<file path="config.mk">
export PLATFORM = sky130hd
export DESIGN_NAME = rob_top
export DESIGN_NICKNAME = d
export VERILOG_FILES = /design/src/rtl/rob_pkg.sv /design/src/rtl/rob_top.sv /design/src/rtl/rob_retire_sel.sv /design/src/rtl/rob_entry_array.sv /design/src/rtl/rob_ptr_ctrl.sv
export SDC_FILE = /design/constraint.sdc
export NUM_CORES = 1
export LEC_CHECK = 0
export ABC_CLOCK_PERIOD_IN_PS = 7390
export BUFFER_PORTS_ARGS = -buffer_cell sky130_fd_sc_hd__buf_2
export CORE_UTILIZATION = 43
export CTS_CLUSTER_DIAMETER = 120
export DETAILED_ROUTE_END_ITERATION = 10
export GPL_TIMING_DRIVEN = 0
export MAX_ROUTING_LAYER = met4
export PLACE_DENSITY_LB_ADDON = 0.12
export SETUP_SLACK_MARGIN = 0.5
export SLEW_MARGIN = 25
export SYNTH_ARGS = -nofsm -noshare
export SYNTH_HDL_FRONTEND = slang
export SYNTH_SLANG_ARGS = --single-unit
</file>
<file path="constraint.sdc">
create_clock -name clk_i -period 7.39 [get_ports clk_i]
set_clock_uncertainty 0.05 [all_clocks]
set_input_delay 0.739 -clock clk_i [delete_from_list [all_inputs] [get_ports clk_i]]
set_output_delay 0.739 -clock clk_i [all_outputs]
set_load 0.01 [all_outputs]
</file>
<file path="src/rtl/rob_pkg.sv">
`default_nettype none

package rob_pkg;

    // ------------------------------------------------------------------------
    // Sizing
    // ------------------------------------------------------------------------

    // Instructions accepted per cycle
    localparam int DP_NUM        = 2;

    // Result broadcast channels
    localparam int CDB_NUM       = 2;

    // Instructions retired per cycle
    localparam int RT_NUM        = 2;

    // Buffer depth, kept a power of two so indices wrap naturally
    localparam int ROB_ENTRY_NUM = 8;
    localparam int ROB_IDX_W     = $clog2(ROB_ENTRY_NUM);

    // Register file sizes
    localparam int ARCH_REG_NUM  = 32;
    localparam int PHY_REG_NUM   = 64;

    // ------------------------------------------------------------------------
    // Types
    // ------------------------------------------------------------------------

    // Entry index
    typedef logic [ROB_IDX_W-1:0] rob_idx_t;

    // Entry index with wrap bit on top, for head and tail
    // Equal index with different wrap bit means full
    typedef logic [ROB_IDX_W:0] rob_ptr_t;

    // Count of entries, 0 up to ROB_ENTRY_NUM
    typedef logic [$clog2(ROB_ENTRY_NUM+1)-1:0] rob_cnt_t;

    // Architectural register number
    typedef logic [$clog2(ARCH_REG_NUM)-1:0] arch_reg_t;

    // Physical register tag
    typedef logic [$clog2(PHY_REG_NUM)-1:0] tag_t;

endpackage

`default_nettype wire
</file>
<file path="src/rtl/rob_top.sv">
`timescale 1ns/1ps
`default_nettype none

module rob_top import rob_pkg::*; (
    input  logic                   clk_i,
    input  logic                   rst_i,
    input  logic                   exception_i,
    // Dispatch
    input  logic [DP_NUM-1:0]      dp_en_i,
    input  arch_reg_t [DP_NUM-1:0] dp_arch_reg_i,
    input  tag_t [DP_NUM-1:0]      dp_tag_i,
    input  tag_t [DP_NUM-1:0]      dp_tag_old_i,
    input  logic [DP_NUM-1:0]      dp_br_predict_i,
    output logic [DP_NUM-1:0]      rob_ready_o,
    output rob_idx_t [DP_NUM-1:0]  rob_idx_o,
    // Completion
    input  logic [CDB_NUM-1:0]     cdb_valid_i,
    input  rob_idx_t [CDB_NUM-1:0] cdb_rob_idx_i,
    input  logic [CDB_NUM-1:0]     cdb_br_result_i,
    // Retirement to map table and free list
    output logic [RT_NUM-1:0]      rt_valid_o,
    output arch_reg_t [RT_NUM-1:0] rt_arch_reg_o,
    output tag_t [RT_NUM-1:0]      rt_tag_o,
    output tag_t [RT_NUM-1:0]      rt_tag_old_o,
    output logic                   br_flush_o
);

    // Pointers
    rob_ptr_t                 head;
    rob_ptr_t                 tail;
    logic [ROB_ENTRY_NUM-1:0] dp_sel;

    // Retire control
    rob_cnt_t                 rt_num;
    logic [ROB_ENTRY_NUM-1:0] rt_clr;

    // Entry state
    logic [ROB_ENTRY_NUM-1:0]      ent_valid;
    logic [ROB_ENTRY_NUM-1:0]      ent_complete;
    logic [ROB_ENTRY_NUM-1:0]      ent_mispredict;
    arch_reg_t [ROB_ENTRY_NUM-1:0] ent_arch_reg;
    tag_t [ROB_ENTRY_NUM-1:0]      ent_tag;
    tag_t [ROB_ENTRY_NUM-1:0]      ent_tag_old;

    // Whole-buffer flush, exception or retiring mispredict
    logic flush;

    assign flush = exception_i | br_flush_o;

    rob_ptr_ctrl u_ptr_ctrl (
        .clk_i       (clk_i),
        .rst_i       (rst_i),
        .dp_en_i     (dp_en_i),
        .rt_num_i    (rt_num),
        .flush_i     (flush),
        .head_o      (head),
        .tail_o      (tail),
        .dp_sel_o    (dp_sel),
        .rob_ready_o (rob_ready_o),
        .rob_idx_o   (rob_idx_o)
    );

    rob_entry_array u_entry_array (
        .clk_i            (clk_i),
        .rst_i            (rst_i),
        .flush_i          (flush),
        .dp_sel_i         (dp_sel),
        .tail_i           (tail),
        .dp_arch_reg_i    (dp_arch_reg_i),
        .dp_tag_i         (dp_tag_i),
        .dp_tag_old_i     (dp_tag_old_i),
        .dp_br_predict_i  (dp_br_predict_i),
        .rt_clr_i         (rt_clr),
        .cdb_valid_i      (cdb_valid_i),
        .cdb_rob_idx_i    (cdb_rob_idx_i),
        .cdb_br_result_i  (cdb_br_result_i),
        .ent_valid_o      (ent_valid),
        .ent_complete_o   (ent_complete),
        .ent_mispredict_o (ent_mispredict),
        .ent_arch_reg_o   (ent_arch_reg),
        .ent_tag_o        (ent_tag),
        .ent_tag_old_o    (ent_tag_old)
    );

    rob_retire_sel u_retire_sel (
        .head_i           (head),
        .exception_i      (exception_i),
        .ent_valid_i      (ent_valid),
        .ent_complete_i   (ent_complete),
        .ent_mispredict_i (ent_mispredict),
        .ent_arch_reg_i   (ent_arch_reg),
        .ent_tag_i        (ent_tag),
        .ent_tag_old_i    (ent_tag_old),
        .rt_clr_o         (rt_clr),
        .rt_num_o         (rt_num),
        .rt_valid_o       (rt_valid_o),
        .rt_arch_reg_o    (rt_arch_reg_o),
        .rt_tag_o         (rt_tag_o),
        .rt_tag_old_o     (rt_tag_old_o),
        .br_flush_o       (br_flush_o)
    );

endmodule

`default_nettype wire

</file>
<file path="src/rtl/rob_retire_sel.sv">
`timescale 1ns/1ps
`default_nettype none

module rob_retire_sel import rob_pkg::*; (
    input  rob_ptr_t                      head_i,
    input  logic                          exception_i,
    input  logic [ROB_ENTRY_NUM-1:0]      ent_valid_i,
    input  logic [ROB_ENTRY_NUM-1:0]      ent_complete_i,
    input  logic [ROB_ENTRY_NUM-1:0]      ent_mispredict_i,
    input  arch_reg_t [ROB_ENTRY_NUM-1:0] ent_arch_reg_i,
    input  tag_t [ROB_ENTRY_NUM-1:0]      ent_tag_i,
    input  tag_t [ROB_ENTRY_NUM-1:0]      ent_tag_old_i,
    output logic [ROB_ENTRY_NUM-1:0]      rt_clr_o,
    output rob_cnt_t                      rt_num_o,
    output logic [RT_NUM-1:0]             rt_valid_o,
    output arch_reg_t [RT_NUM-1:0]        rt_arch_reg_o,
    output tag_t [RT_NUM-1:0]             rt_tag_o,
    output tag_t [RT_NUM-1:0]             rt_tag_old_o,
    output logic                          br_flush_o
);

    // Entry covered by each retire channel
    rob_idx_t [RT_NUM-1:0] rt_ent;

    // ------------------------------------------------------------------------
    // Retire window
    // ------------------------------------------------------------------------

    // Channel ch looks at head + ch
    always_comb begin
        for (int ch = 0; ch < RT_NUM; ch++) begin
            rt_ent[ch] = rob_idx_t'(head_i[ROB_IDX_W-1:0] + ch);
        end
    end

    // Payload of the window, qualified by rt_valid_o downstream
    always_comb begin
        for (int ch = 0; ch < RT_NUM; ch++) begin
            rt_arch_reg_o[ch] = ent_arch_reg_i[rt_ent[ch]];
            rt_tag_o[ch]      = ent_tag_i[rt_ent[ch]];
            rt_tag_old_o[ch]  = ent_tag_old_i[rt_ent[ch]];
        end
    end

    // ------------------------------------------------------------------------
    // Retire group
    // ------------------------------------------------------------------------

    // Walk from the head in program order
    // Stops at the first incomplete entry
    // Stops after the first mispredicted branch, which itself retires
    always_comb begin
        logic go;
        go         = ~exception_i;
        rt_valid_o = '0;
        rt_clr_o   = '0;
        rt_num_o   = '0;
        br_flush_o = 1'b0;
        for (int ch = 0; ch < RT_NUM; ch++) begin
            if (go && ent_valid_i[rt_ent[ch]] && ent_complete_i[rt_ent[ch]]) begin
                rt_valid_o[ch]       = 1'b1;
                rt_clr_o[rt_ent[ch]] = 1'b1;
                rt_num_o             = rt_num_o + rob_cnt_t'(1);
                if (ent_mispredict_i[rt_ent[ch]]) begin
                    // Younger work is wrong path, flush it
                    br_flush_o = 1'b1;
                    go         = 1'b0;
                end
            end else begin
                go = 1'b0;
            end
        end
    end

    // Retire valids are a thermometer code from channel 0
    always_comb begin
        a_rt_thermo: assert final ($isunknown(rt_valid_o) ||
            ((rt_valid_o & (rt_valid_o + 1'b1)) == '0))
            else $error("retire valid is not a thermometer code");
    end

endmodule

`default_nettype wire

</file>
<file path="src/rtl/rob_entry_array.sv">
`timescale 1ns/1ps
`default_nettype none

module rob_entry_array import rob_pkg::*; (
    input  logic                          clk_i,
    input  logic                          rst_i,
    input  logic                          flush_i,
    input  logic [ROB_ENTRY_NUM-1:0]      dp_sel_i,
    input  rob_ptr_t                      tail_i,
    input  arch_reg_t [DP_NUM-1:0]        dp_arch_reg_i,
    input  tag_t [DP_NUM-1:0]             dp_tag_i,
    input  tag_t [DP_NUM-1:0]             dp_tag_old_i,
    input  logic [DP_NUM-1:0]             dp_br_predict_i,
    input  logic [ROB_ENTRY_NUM-1:0]      rt_clr_i,
    input  logic [CDB_NUM-1:0]            cdb_valid_i,
    input  rob_idx_t [CDB_NUM-1:0]        cdb_rob_idx_i,
    input  logic [CDB_NUM-1:0]            cdb_br_result_i,
    output logic [ROB_ENTRY_NUM-1:0]      ent_valid_o,
    output logic [ROB_ENTRY_NUM-1:0]      ent_complete_o,
    output logic [ROB_ENTRY_NUM-1:0]      ent_mispredict_o,
    output arch_reg_t [ROB_ENTRY_NUM-1:0] ent_arch_reg_o,
    output tag_t [ROB_ENTRY_NUM-1:0]      ent_tag_o,
    output tag_t [ROB_ENTRY_NUM-1:0]      ent_tag_old_o
);

    // Per-entry state bits
    logic [ROB_ENTRY_NUM-1:0] valid_q;
    logic [ROB_ENTRY_NUM-1:0] complete_q;

    // Per-entry payload
    logic [ROB_ENTRY_NUM-1:0]      br_predict_q;
    logic [ROB_ENTRY_NUM-1:0]      br_result_q;
    arch_reg_t [ROB_ENTRY_NUM-1:0] arch_reg_q;
    tag_t [ROB_ENTRY_NUM-1:0]      tag_q;
    tag_t [ROB_ENTRY_NUM-1:0]      tag_old_q;

    // Dispatch data steered to each entry
    arch_reg_t [ROB_ENTRY_NUM-1:0] wr_arch_reg;
    tag_t [ROB_ENTRY_NUM-1:0]      wr_tag;
    tag_t [ROB_ENTRY_NUM-1:0]      wr_tag_old;
    logic [ROB_ENTRY_NUM-1:0]      wr_predict;

    // Result capture
    logic [ROB_ENTRY_NUM-1:0] cp_hit;
    logic [ROB_ENTRY_NUM-1:0] cp_result;
    logic [ROB_ENTRY_NUM-1:0] cp_take;

    // ------------------------------------------------------------------------
    // Dispatch steering
    // ------------------------------------------------------------------------

    // Channel ch lands on entry tail + ch
    always_comb begin
        wr_arch_reg = '0;
        wr_tag      = '0;
        wr_tag_old  = '0;
        wr_predict  = '0;
        for (int e = 0; e < ROB_ENTRY_NUM; e++) begin
            for (int ch = 0; ch < DP_NUM; ch++) begin
                if (rob_idx_t'(tail_i[ROB_IDX_W-1:0] + ch) == rob_idx_t'(e)) begin
                    wr_arch_reg[e] = dp_arch_reg_i[ch];
                    wr_tag[e]      = dp_tag_i[ch];
                    wr_tag_old[e]  = dp_tag_old_i[ch];
                    wr_predict[e]  = dp_br_predict_i[ch];
                end
            end
        end
    end

    // ------------------------------------------------------------------------
    // Result broadcast match
    // ------------------------------------------------------------------------

    // At most one channel per index in a cycle
    always_comb begin
        cp_hit    = '0;
        cp_result = '0;
        for (int e = 0; e < ROB_ENTRY_NUM; e++) begin
            for (int c = 0; c < CDB_NUM; c++) begin
                if (cdb_valid_i[c] && (cdb_rob_idx_i[c] == rob_idx_t'(e))) begin
                    cp_hit[e]    = 1'b1;
                    cp_result[e] = cdb_br_result_i[c];
                end
            end
        end
    end

    // Strobes to empty or already complete entries are dropped
    assign cp_take = cp_hit & valid_q & ~complete_q;

    // ------------------------------------------------------------------------
    // Entry update
    // ------------------------------------------------------------------------

    always_ff @(posedge clk_i) begin
        for (int e = 0; e < ROB_ENTRY_NUM; e++) begin
            if (rst_i || flush_i) begin
                valid_q[e]    <= 1'b0;
                complete_q[e] <= 1'b0;
            end else if (dp_sel_i[e]) begin
                // New instruction, waits for its result
                valid_q[e]    <= 1'b1;
                complete_q[e] <= 1'b0;
            end else if (rt_clr_i[e]) begin
                valid_q[e]    <= 1'b0;
                complete_q[e] <= 1'b0;
            end else if (cp_take[e]) begin
                complete_q[e] <= 1'b1;
            end
        end
    end

    // Payload follows the same events
    always_ff @(posedge clk_i) begin
        for (int e = 0; e < ROB_ENTRY_NUM; e++) begin
            if (dp_sel_i[e]) begin
                arch_reg_q[e]   <= wr_arch_reg[e];
                tag_q[e]        <= wr_tag[e];
                tag_old_q[e]    <= wr_tag_old[e];
                br_predict_q[e] <= wr_predict[e];
            end
            // Resolved branch direction
            if (cp_take[e]) begin
                br_result_q[e] <= cp_result[e];
            end
        end
    end

    // Outputs
    assign ent_valid_o    = valid_q;
    assign ent_complete_o = complete_q;
    assign ent_arch_reg_o = arch_reg_q;
    assign ent_tag_o      = tag_q;
    assign ent_tag_old_o  = tag_old_q;

    // Result only meaningful once complete
    assign ent_mispredict_o = complete_q & (br_predict_q ^ br_result_q);

    // Retire selection only clears occupied, finished entries
    a_rt_clr: assert property (@(posedge clk_i) disable iff (rst_i)
        (rt_clr_i & ~(valid_q & complete_q)) == '0)
        else $error("retire clear on an entry that is not complete");

endmodule

`default_nettype wire

</file>
<file path="src/rtl/rob_ptr_ctrl.sv">
`timescale 1ns/1ps
`default_nettype none

module rob_ptr_ctrl import rob_pkg::*; (
    input  logic                     clk_i,
    input  logic                     rst_i,
    input  logic [DP_NUM-1:0]        dp_en_i,
    input  rob_cnt_t                 rt_num_i,
    input  logic                     flush_i,
    output rob_ptr_t                 head_o,
    output rob_ptr_t                 tail_o,
    output logic [ROB_ENTRY_NUM-1:0] dp_sel_o,
    output logic [DP_NUM-1:0]        rob_ready_o,
    output rob_idx_t [DP_NUM-1:0]    rob_idx_o
);

    // Pointer registers
    rob_ptr_t head_q;
    rob_ptr_t tail_q;
    rob_ptr_t next_head;
    rob_ptr_t next_tail;

    // Counts
    rob_cnt_t dp_num;
    rob_cnt_t used_cnt;
    rob_cnt_t free_cnt;

    // Tail without the wrap bit
    rob_idx_t tail_idx;

    // ------------------------------------------------------------------------
    // Head and tail
    // ------------------------------------------------------------------------

    // Number of dispatching channels
    always_comb begin
        dp_num = '0;
        for (int i = 0; i < DP_NUM; i++) begin
            dp_num = dp_num + rob_cnt_t'(dp_en_i[i]);
        end
    end

    // Wrap bit rolls over together with the index
    assign next_head = head_q + rob_ptr_t'(rt_num_i);
    assign next_tail = tail_q + rob_ptr_t'(dp_num);

    always_ff @(posedge clk_i) begin
        if (rst_i || flush_i) begin
            // Empty buffer restarts at entry 0
            head_q <= '0;
            tail_q <= '0;
        end else begin
            head_q <= next_head;
            tail_q <= next_tail;
        end
    end

    assign head_o   = head_q;
    assign tail_o   = tail_q;
    assign tail_idx = tail_q[ROB_IDX_W-1:0];

    // ------------------------------------------------------------------------
    // Free space and dispatch slots
    // ------------------------------------------------------------------------

    // Occupancy after this cycle's retirement
    // Modulo difference of the full pointers tells full from empty
    assign used_cnt = rob_cnt_t'(tail_q - next_head);
    assign free_cnt = rob_cnt_t'(ROB_ENTRY_NUM) - used_cnt;

    // Thermometer ready code and consecutive indices from the tail
    always_comb begin
        for (int i = 0; i < DP_NUM; i++) begin
            rob_ready_o[i] = (free_cnt > rob_cnt_t'(i));
            rob_idx_o[i]   = tail_idx + rob_idx_t'(i);
        end
    end

    // Dispatch enables rotated onto the entries starting at the tail
    always_comb begin
        dp_sel_o = '0;
        for (int i = 0; i < DP_NUM; i++) begin
            dp_sel_o[rob_idx_o[i]] = dp_en_i[i];
        end
    end

    // Dispatch channels fill from channel 0 upward
    a_dp_thermo: assert property (@(posedge clk_i) disable iff (rst_i)
        (dp_en_i & (dp_en_i + 1'b1)) == '0)
        else $error("dispatch enable is not a thermometer code");

    // Dispatcher never overruns the free slots
    a_dp_ready: assert property (@(posedge clk_i) disable iff (rst_i)
        (dp_en_i & ~rob_ready_o) == '0)
        else $error("dispatch on a channel that is not ready");

endmodule

`default_nettype wire

</file>
==> results.cfg, run 1 <==
[critical_path]
cp_cell_sequence = ha_1 -> clkbuf_1 -> inv_1 -> o2111ai_1 -> and4_1 -> or3b_2 -> buf_2 -> nor2_4 -> ha_1 -> ha_1 -> fa_1 -> ha_1 -> ha_1 -> inv_1 -> fa_1 -> xnor2_1 -> xnor2_1 -> nand3b_1 -> or2_2 -> buf_2
path_delay_family = adder cells
r2r_slack_ps = 2930
cpMostUsedCell = ha_1
crit-reg2reg-launch = u_ptr_ctrl.tail_o[2]
endpoint_kind = output pin
cp.arrival_ps = 5700
cp-start-kind = flip-flop
path_class = flip-flop to output pin
rr_worst_depth = 9
cp.required_ps = 6600
cp_num_buf_inv = 5
critical-path-max-stage-delay_ps = 480
reg2reg_to = u_entry_array.ent_tag_o[36]
cpMaxStageDelayCell = fa_1
cp_max_fo = 10

[timing]
setup_violations = 0
tns_ps = 0
finalCritPeriodShare_pct = 87.8
rsz0062_at_grt = false
slew_headroom_pct = 23.2
finalMaxSlewViolations = 0
worstMarginPinSlew_ps = 1150
min_period_ps = 6490
max_clock_freq_mhz = 154
final_hold_viol_count = 0

[hold_path]
min_from = u_ptr_ctrl.tail_o[3]
hold_depth = 2
hp-class = flip-flop to flip-flop
min_to = u_ptr_ctrl.tail_o[3]

[yosys]
post-synth-top-area-cell = edfxtp_1
syn-num-nets = 1069
synth_cell_types = 60
ys.flop_type = edfxtp_1
synth_area_sq_um = 10300
syn_inst = 997
ys_ff_latch = 176
avgSynthCellArea_sq_um = 10.3
synth-seq-area-share_pct = 48.9
synth_top_area_share_pct = 44.3
synth_edf_count = 152
async_reset_ff_share_pct = 0
ys.warnings.count = 0
netlist_top_cells_area = edfxtp_1, a22oi_1, a22o_1, dfxtp_1, nand2_1

[layout]
instances_no_fill = 1413
seqCellArea_sq_um = 5040
final_common_cell = edfxtp_1
drive_gt1_share_pct = 13.7
fin_nets = 1153
utilization_pct = 50.1
multi_input_area_sq_um = 4730
fillCellCount = 2131
antenna_cells = 0
final_cell_mix = edfxtp_1, a22oi_1, nand2_1, a22o_1, clkbuf_1
syn2layout_area_growth_pct = 14.1

[clock_network]
cts.sinks = 176
clock_path_buffers = 2
path_clk_slew_ps = 80
post_cts_resized = 0
cts_tree = built
ctsHoldBuffers = 0
htree_levels = 4
cts_buffers = 17
cts_setup_buffers = 0
worstSkewPairLatency_ps = 450
cts_root_buf = clkbuf_16

[placed_design]
placedCellCount = 1381
io_buffer_count = 58
dp_hpwl_mm = 26.0
gp_congestion = 0.966

[grt]
grt_usage_pct = 34.1
grt_max_degree = 21
grt_pass1_vias = 8959
antenna_found_initial = 0
grt_pass1_wl_mm = 57.6
overflow = 0

[power_and_ir_drop]
power.density_nw_per_um2 = 197
irDropWorstVdd_mv = 0.125
finalPower_w = 0.00232
p_leak_nw = 4.08

[floorplanning]
start_util_pct = 43.9
dieArea_sq_um = 24600
coreArea_sq_um = 23500
die_h_um = 157
num_rows = 56
die_x_um = 157
io_pins = 96

[drt]
ant_nets = 0
drtIter0Drc = 1268
wl_mm = 40.4
post_drt_via_cell_ratio = 6.69
wl_per_cell_um = 28.6
route.detailed.drc = 0
drtPass1Iterations = 6
via_count = 9446

[run_status]
status = complete, no violations

[run]
maxCapViolations = 0
## report_power, final
group / switching [W] / internal [W]
clock network: 0.000437 / 0.000482
registers: 0.0000235 / 0.00112
logic: 0.000166 / 0.0000901
total: 0.000627 / 0.00169
## layer usage
| metal | GRT usage [%] | share of wire (%) | up-vias |
|---|---|---|---|
| met2 | 50.5 | 45 | 709 |
| met4 | 14.6 | 3.5 | 0 |
| met3 | 6.59 | 11 | 126 |
| met5 | - | 0 | - |
| li1 | - | - | 4079 |
| met1 | 45.4 | 40 | 4532 |
## per-stage QoR
step / setup slack (ps) / hold WS (ps) / instance area [sq um]
after floorplan: 2030 / 481 / 10300
after global placement: 1410 / 495 / 11000
after detailed placement: 1450 / 503 / 11200
after CTS: 953 / 515 / 11800
after global routing: 703 / 553 / 11800
final: 901 / 519 / 11800
## worst min-delay path: cells and delay by family, from the launching register on
| kind | cells | cell delay [ps] |
|---|---|---|
| flip-flops | 1 | 330 |
| XOR/XNOR | 1 | 150 |
| AND/OR/NAND/NOR | 1 | 40 |
## sequential cells by signal, summed over array words and instances, names as in the netlist
register,cells
u_entry_array.br_predict_q,8
u_entry_array.br_result_q,8
u_entry_array.ent_arch_reg_o,40
u_entry_array.ent_complete_o,8
u_entry_array.ent_tag_o,48
u_entry_array.ent_tag_old_o,48
u_entry_array.ent_valid_o,8
u_ptr_ctrl.head_o,4
u_ptr_ctrl.tail_o,4
## how the worst max path moves through the flow
stage / start / depth (start not counted) / slack [ps] / endpoint
2_1_floorplan: u_ptr_ctrl.head_o[0] / 19 / 2030 / rob_ready_o[0]
3_3_place_gp: u_ptr_ctrl.tail_o[2] / 8 / 1410 / u_entry_array.ent_valid_o[4]
3_5_place_dp: u_ptr_ctrl.head_o[0] / 20 / 1450 / rob_ready_o[0]
4_1_cts: u_ptr_ctrl.head_o[0] / 20 / 950 / rob_ready_o[0]
5_1_grt: u_ptr_ctrl.head_o[0] / 20 / 700 / rob_ready_o[0]
6_report: u_ptr_ctrl.head_o[0] / 20 / 900 / rob_ready_o[0]
## synthesized netlist by cell type (3+ instances only)
master	number
nand3_1	19
o2111ai_1	4
inv_1	31
xnor2_1	5
or3_1	3
o31ai_1	4
nand2_1	111
dfxtp_1	24
nor4_1	11
ha_1	18
nor2_1	23
clkbuf_1	82
and3_1	3
nand4b_1	3
a2111oi_2	4
nand2b_1	7
o21ai_0	46
nor3b_1	8
o41ai_1	3
xor2_1	10
a22o_1	108
a2111oi_0	5
buf_4	11
buf_1	13
o21a_1	3
o22ai_1	11
a21oi_1	11
a22oi_1	136
nand4_1	42
mux2_2	5
and2_1	7
nor2b_1	11
o221ai_1	4
nor3_1	14
buf_2	8
fa_1	3
and3b_1	3
edfxtp_1	152
## logic make-up (layout without fill, tap and decap cells)
logic type | count (synthesis) | after routing | share of synthesized area (%)
AO/OA/AOI/OAI | 351 | 351 | 26.1
XOR/XNOR | 17 | 17 | 1.70
adder cells (fa/ha/maj) | 21 | 21 | 2.77
buffers and inverters | 146 | 243 | 5.89
flip-flops | 176 | 176 | 48.9
multiplexers | 7 | 7 | 0.740
AND/OR/NAND/NOR | 279 | 279 | 13.9
## cell type report
cell class / instances / area share [%]
inverters: 31 / 0.990
multi-input cells: 675 / 40.2
plain buffers: 115 / 4.17
flip-flops and latches: 176 / 42.9
well taps: 319 / 3.39
repair buffers: 65 / 3.28
clock inverters: 15 / 1.40
clock buffers: 17 / 3.62
Note: power is estimated with default switching activity, not from simulation.
==> inputs of run 2 (changes only) <==
--- a/config.mk
+++ b/config.mk
@@ -14,7 +14,9 @@
 export MAX_ROUTING_LAYER = met4
 export PLACE_DENSITY_LB_ADDON = 0.12
 export SETUP_SLACK_MARGIN = 0.5
+export SKIP_CTS_REPAIR_TIMING = 1
 export SLEW_MARGIN = 25
 export SYNTH_ARGS = -nofsm -noshare
 export SYNTH_HDL_FRONTEND = slang
+export SYNTH_HIERARCHICAL = 1
 export SYNTH_SLANG_ARGS = --single-unit
==> run 2 against run 1 <==
Effect of this change: area after synthesis grew 10%; sequential cell count is the same; first-iteration DRC count grew 15%; die area grew 10%; clock-buffer cell count is the same; fmax grew 2.2%; sequential power is essentially flat; largest cell class is now multi-input combinational cells.
==> results.cfg, run 2 <==
[critical_path]
critPathLaunch = u_ptr_ctrl/head_o[0]
cp.arrival_ps = 5560
endpoint = rob_ready_o[0]
cp.required_ps = 6600
r2r_slack_ps = 3570
cpMostUsedCell = ha_1
cp_num_buf_inv = 3
crit-reg2reg-launch = u_ptr_ctrl/head_o[0]
cp.depth = 18
cp_max_fo = 10
path_class = flip-flop to output pin
reg2reg_to = u_entry_array/ent_complete_o[5]
cp-start-kind = flip-flop
rr_worst_depth = 13
critical-path-max-stage-delay_ps = 480
endpoint_kind = output pin
cpMaxStageDelayCell = fa_1
cp_cell_sequence = ha_1 -> buf_2 -> nand2b_1 -> o211ai_1 -> o22ai_1 -> nor3b_1 -> ha_1 -> ha_1 -> fa_1 -> ha_1 -> ha_1 -> inv_1 -> fa_1 -> xor2_1 -> xnor3_1 -> xnor2_1 -> nand3_1 -> buf_2
path_delay_family = adder cells

[grt]
grt_pass1_wl_mm = 62.2
antenna_found_initial = 1
overflow = 0
grt_max_degree = 20
grt_pass1_vias = 9201
grt_usage_pct = 33.5

[run_status]
status = complete, no violations

[clock_network]
cts_tree = built
clock_path_buffers = 2
worstSkewPairLatency_ps = 450
htree_levels = 4
cts_buffers = 17
path_clk_slew_ps = 80
cts.sinks = 176
cts_root_buf = clkbuf_16

[floorplanning]
start_util_pct = 43.7
coreArea_sq_um = 26000
dieArea_sq_um = 27100
num_rows = 59
die_h_um = 165
die_x_um = 165
io_pins = 96

[layout]
fillCellCount = 2412
seqCellArea_sq_um = 5040
drive_gt1_share_pct = 23.4
final_cell_mix = nand2_1, edfxtp_1, buf_2, a22o_1, nor2_1
syn2layout_area_growth_pct = 14.6
multi_input_area_sq_um = 5630
fin_nets = 1241

[yosys]
ys_ff_latch = 176
synth_top_area_share_pct = 40.2
synth_area_sq_um = 11400
post-synth-top-area-cell = edfxtp_1
synth_common_cells = edfxtp_1, nand2_1, a22o_1
ys.warnings.count = 6
async_reset_ff_share_pct = 0
synth_cell_types = 84
avgSynthCellArea_sq_um = 10.4
synth-seq-area-share_pct = 44.4
syn_inst = 1088
ys.flop_type = edfxtp_1
synth_edf_count = 152
netlist_top_cells_area = edfxtp_1, a22o_1, nand2_1, dfxtp_1, mux2i_1

[placed_design]
gp_congestion = 0.952
dp_hpwl_mm = 30.6
pre_cts_slack_ps = 1580
io_buffer_count = 58

[power_and_ir_drop]
seq_power_share_pct = 45.9
power.density_nw_per_um2 = 190
p_leak_nw = 4.77
power.switching_w = 0.000716
p_sw_share_pct = 29.0
intPower_w = 0.00176
power_frac_clock_pct = 38.3
combPwrFrac_pct = 15.8
irDropWorstVdd_mv = 0.156

[timing]
tns_ps = 0
rsz0062_at_grt = false
finalMaxSlewViolations = 0
final_hold_viol_count = 0
slew_headroom_pct = 33.7
fin_ws_ps = 1040
max_clock_freq_mhz = 158
worstMarginPinSlew_ps = 990
setup_violations = 0
min_period_ps = 6350
finalCritPeriodShare_pct = 85.9

[drt]
wl_per_cell_um = 28.6
route.detailed.drc = 0
wl_mm = 43.6
ant_nets = 0
drtIter0Drc = 1454
via_count = 9913
post_drt_via_cell_ratio = 6.50
drtPass1Iterations = 6

[hold_path]
hp-class = flip-flop to flip-flop
hold_depth = 2

[run]
maxCapViolations = 0
## run 2: final cells by class
class                      count  area share, %
multi-input combinational    760           43.2
sequential                   176           38.7
buffer                       121           5.17
timing repair buffer          66           3.92
clock buffer                  17           3.27
tap                          335           3.22
clock inverter                15           1.47
inverter                      32          0.942
antenna                        2         0.0384
## run 2: worst min path at each step
stage	end	start
final	u_ptr_ctrl/tail_o[3]	u_ptr_ctrl/tail_o[3]
after global routing	u_entry_array/ent_complete_o[0]	u_entry_array/ent_complete_o[0]
after CTS	u_entry_array/ent_complete_o[0]	u_entry_array/ent_complete_o[0]
after detailed placement	u_ptr_ctrl/tail_o[3]	u_ptr_ctrl/tail_o[3]
after global placement	u_ptr_ctrl/tail_o[3]	u_ptr_ctrl/tail_o[3]
after floorplan	u_ptr_ctrl/tail_o[3]	u_ptr_ctrl/tail_o[3]
## run 2: through the flow
stage / instances / total power [W] / utilization (%) / hold slack (ps) / instance area (sq um)
CTS: 1522 / 0.00247 / 50.1 / 495 / 13000
finish: 1524 / 0.00247 / 50.1 / 487 / 13000
global placement: 1482 / 0.00152 / 46.5 / 463 / 12100
floorplan: 1089 / 0.00138 / - / 436 / 11400
detailed placement: 1490 / 0.00154 / 47.7 / 468 / 12400
global route: 1523 / 0.00254 / 50.1 / 520 / 13000
## run 2: tightest hold or removal path: stages, from the launching register on
cell,delay (ps)
dfxtp_1,360
xnor2_1,80
nor2_1,70
## run 2: routing by layer
layer / wire length (um) / up-vias / GRT usage (%)
met2: 19900 / 703 / 50.9
met1: 17400 / 4838 / 45.1
met3: 4700 / 129 / 5.22
met5: 0 / - / -
li1: - / 4243 / -
met4: 1580 / 0 / 12.1
## run 2: logic make-up after synthesis
logic type / synth area share, %
xor gates and xnor gates: 1.78
other: 0.0330
AOI/OAI and AO/OA: 20.3
DFF: 44.4
muxes: 10.3
buffers and inverters: 7.01
and+or+nand+nor: 14.2
adders and majority gates: 1.96
## run 2: power groups by stage
| stage | Clock (W) | Sequential (W) | Combinational [W] |
|---|---|---|---|
| 2_1_floorplan | 0 | 0.00115 | 0.000235 |
| 3_3_place_gp | 0 | 0.00116 | 0.000356 |
| 3_5_place_dp | 0 | 0.00116 | 0.000381 |
| 4_1_cts | 0.000952 | 0.00113 | 0.000383 |
| 5_1_grt | 0.000987 | 0.00114 | 0.000411 |
| 6_report | 0.000947 | 0.00113 | 0.000390 |
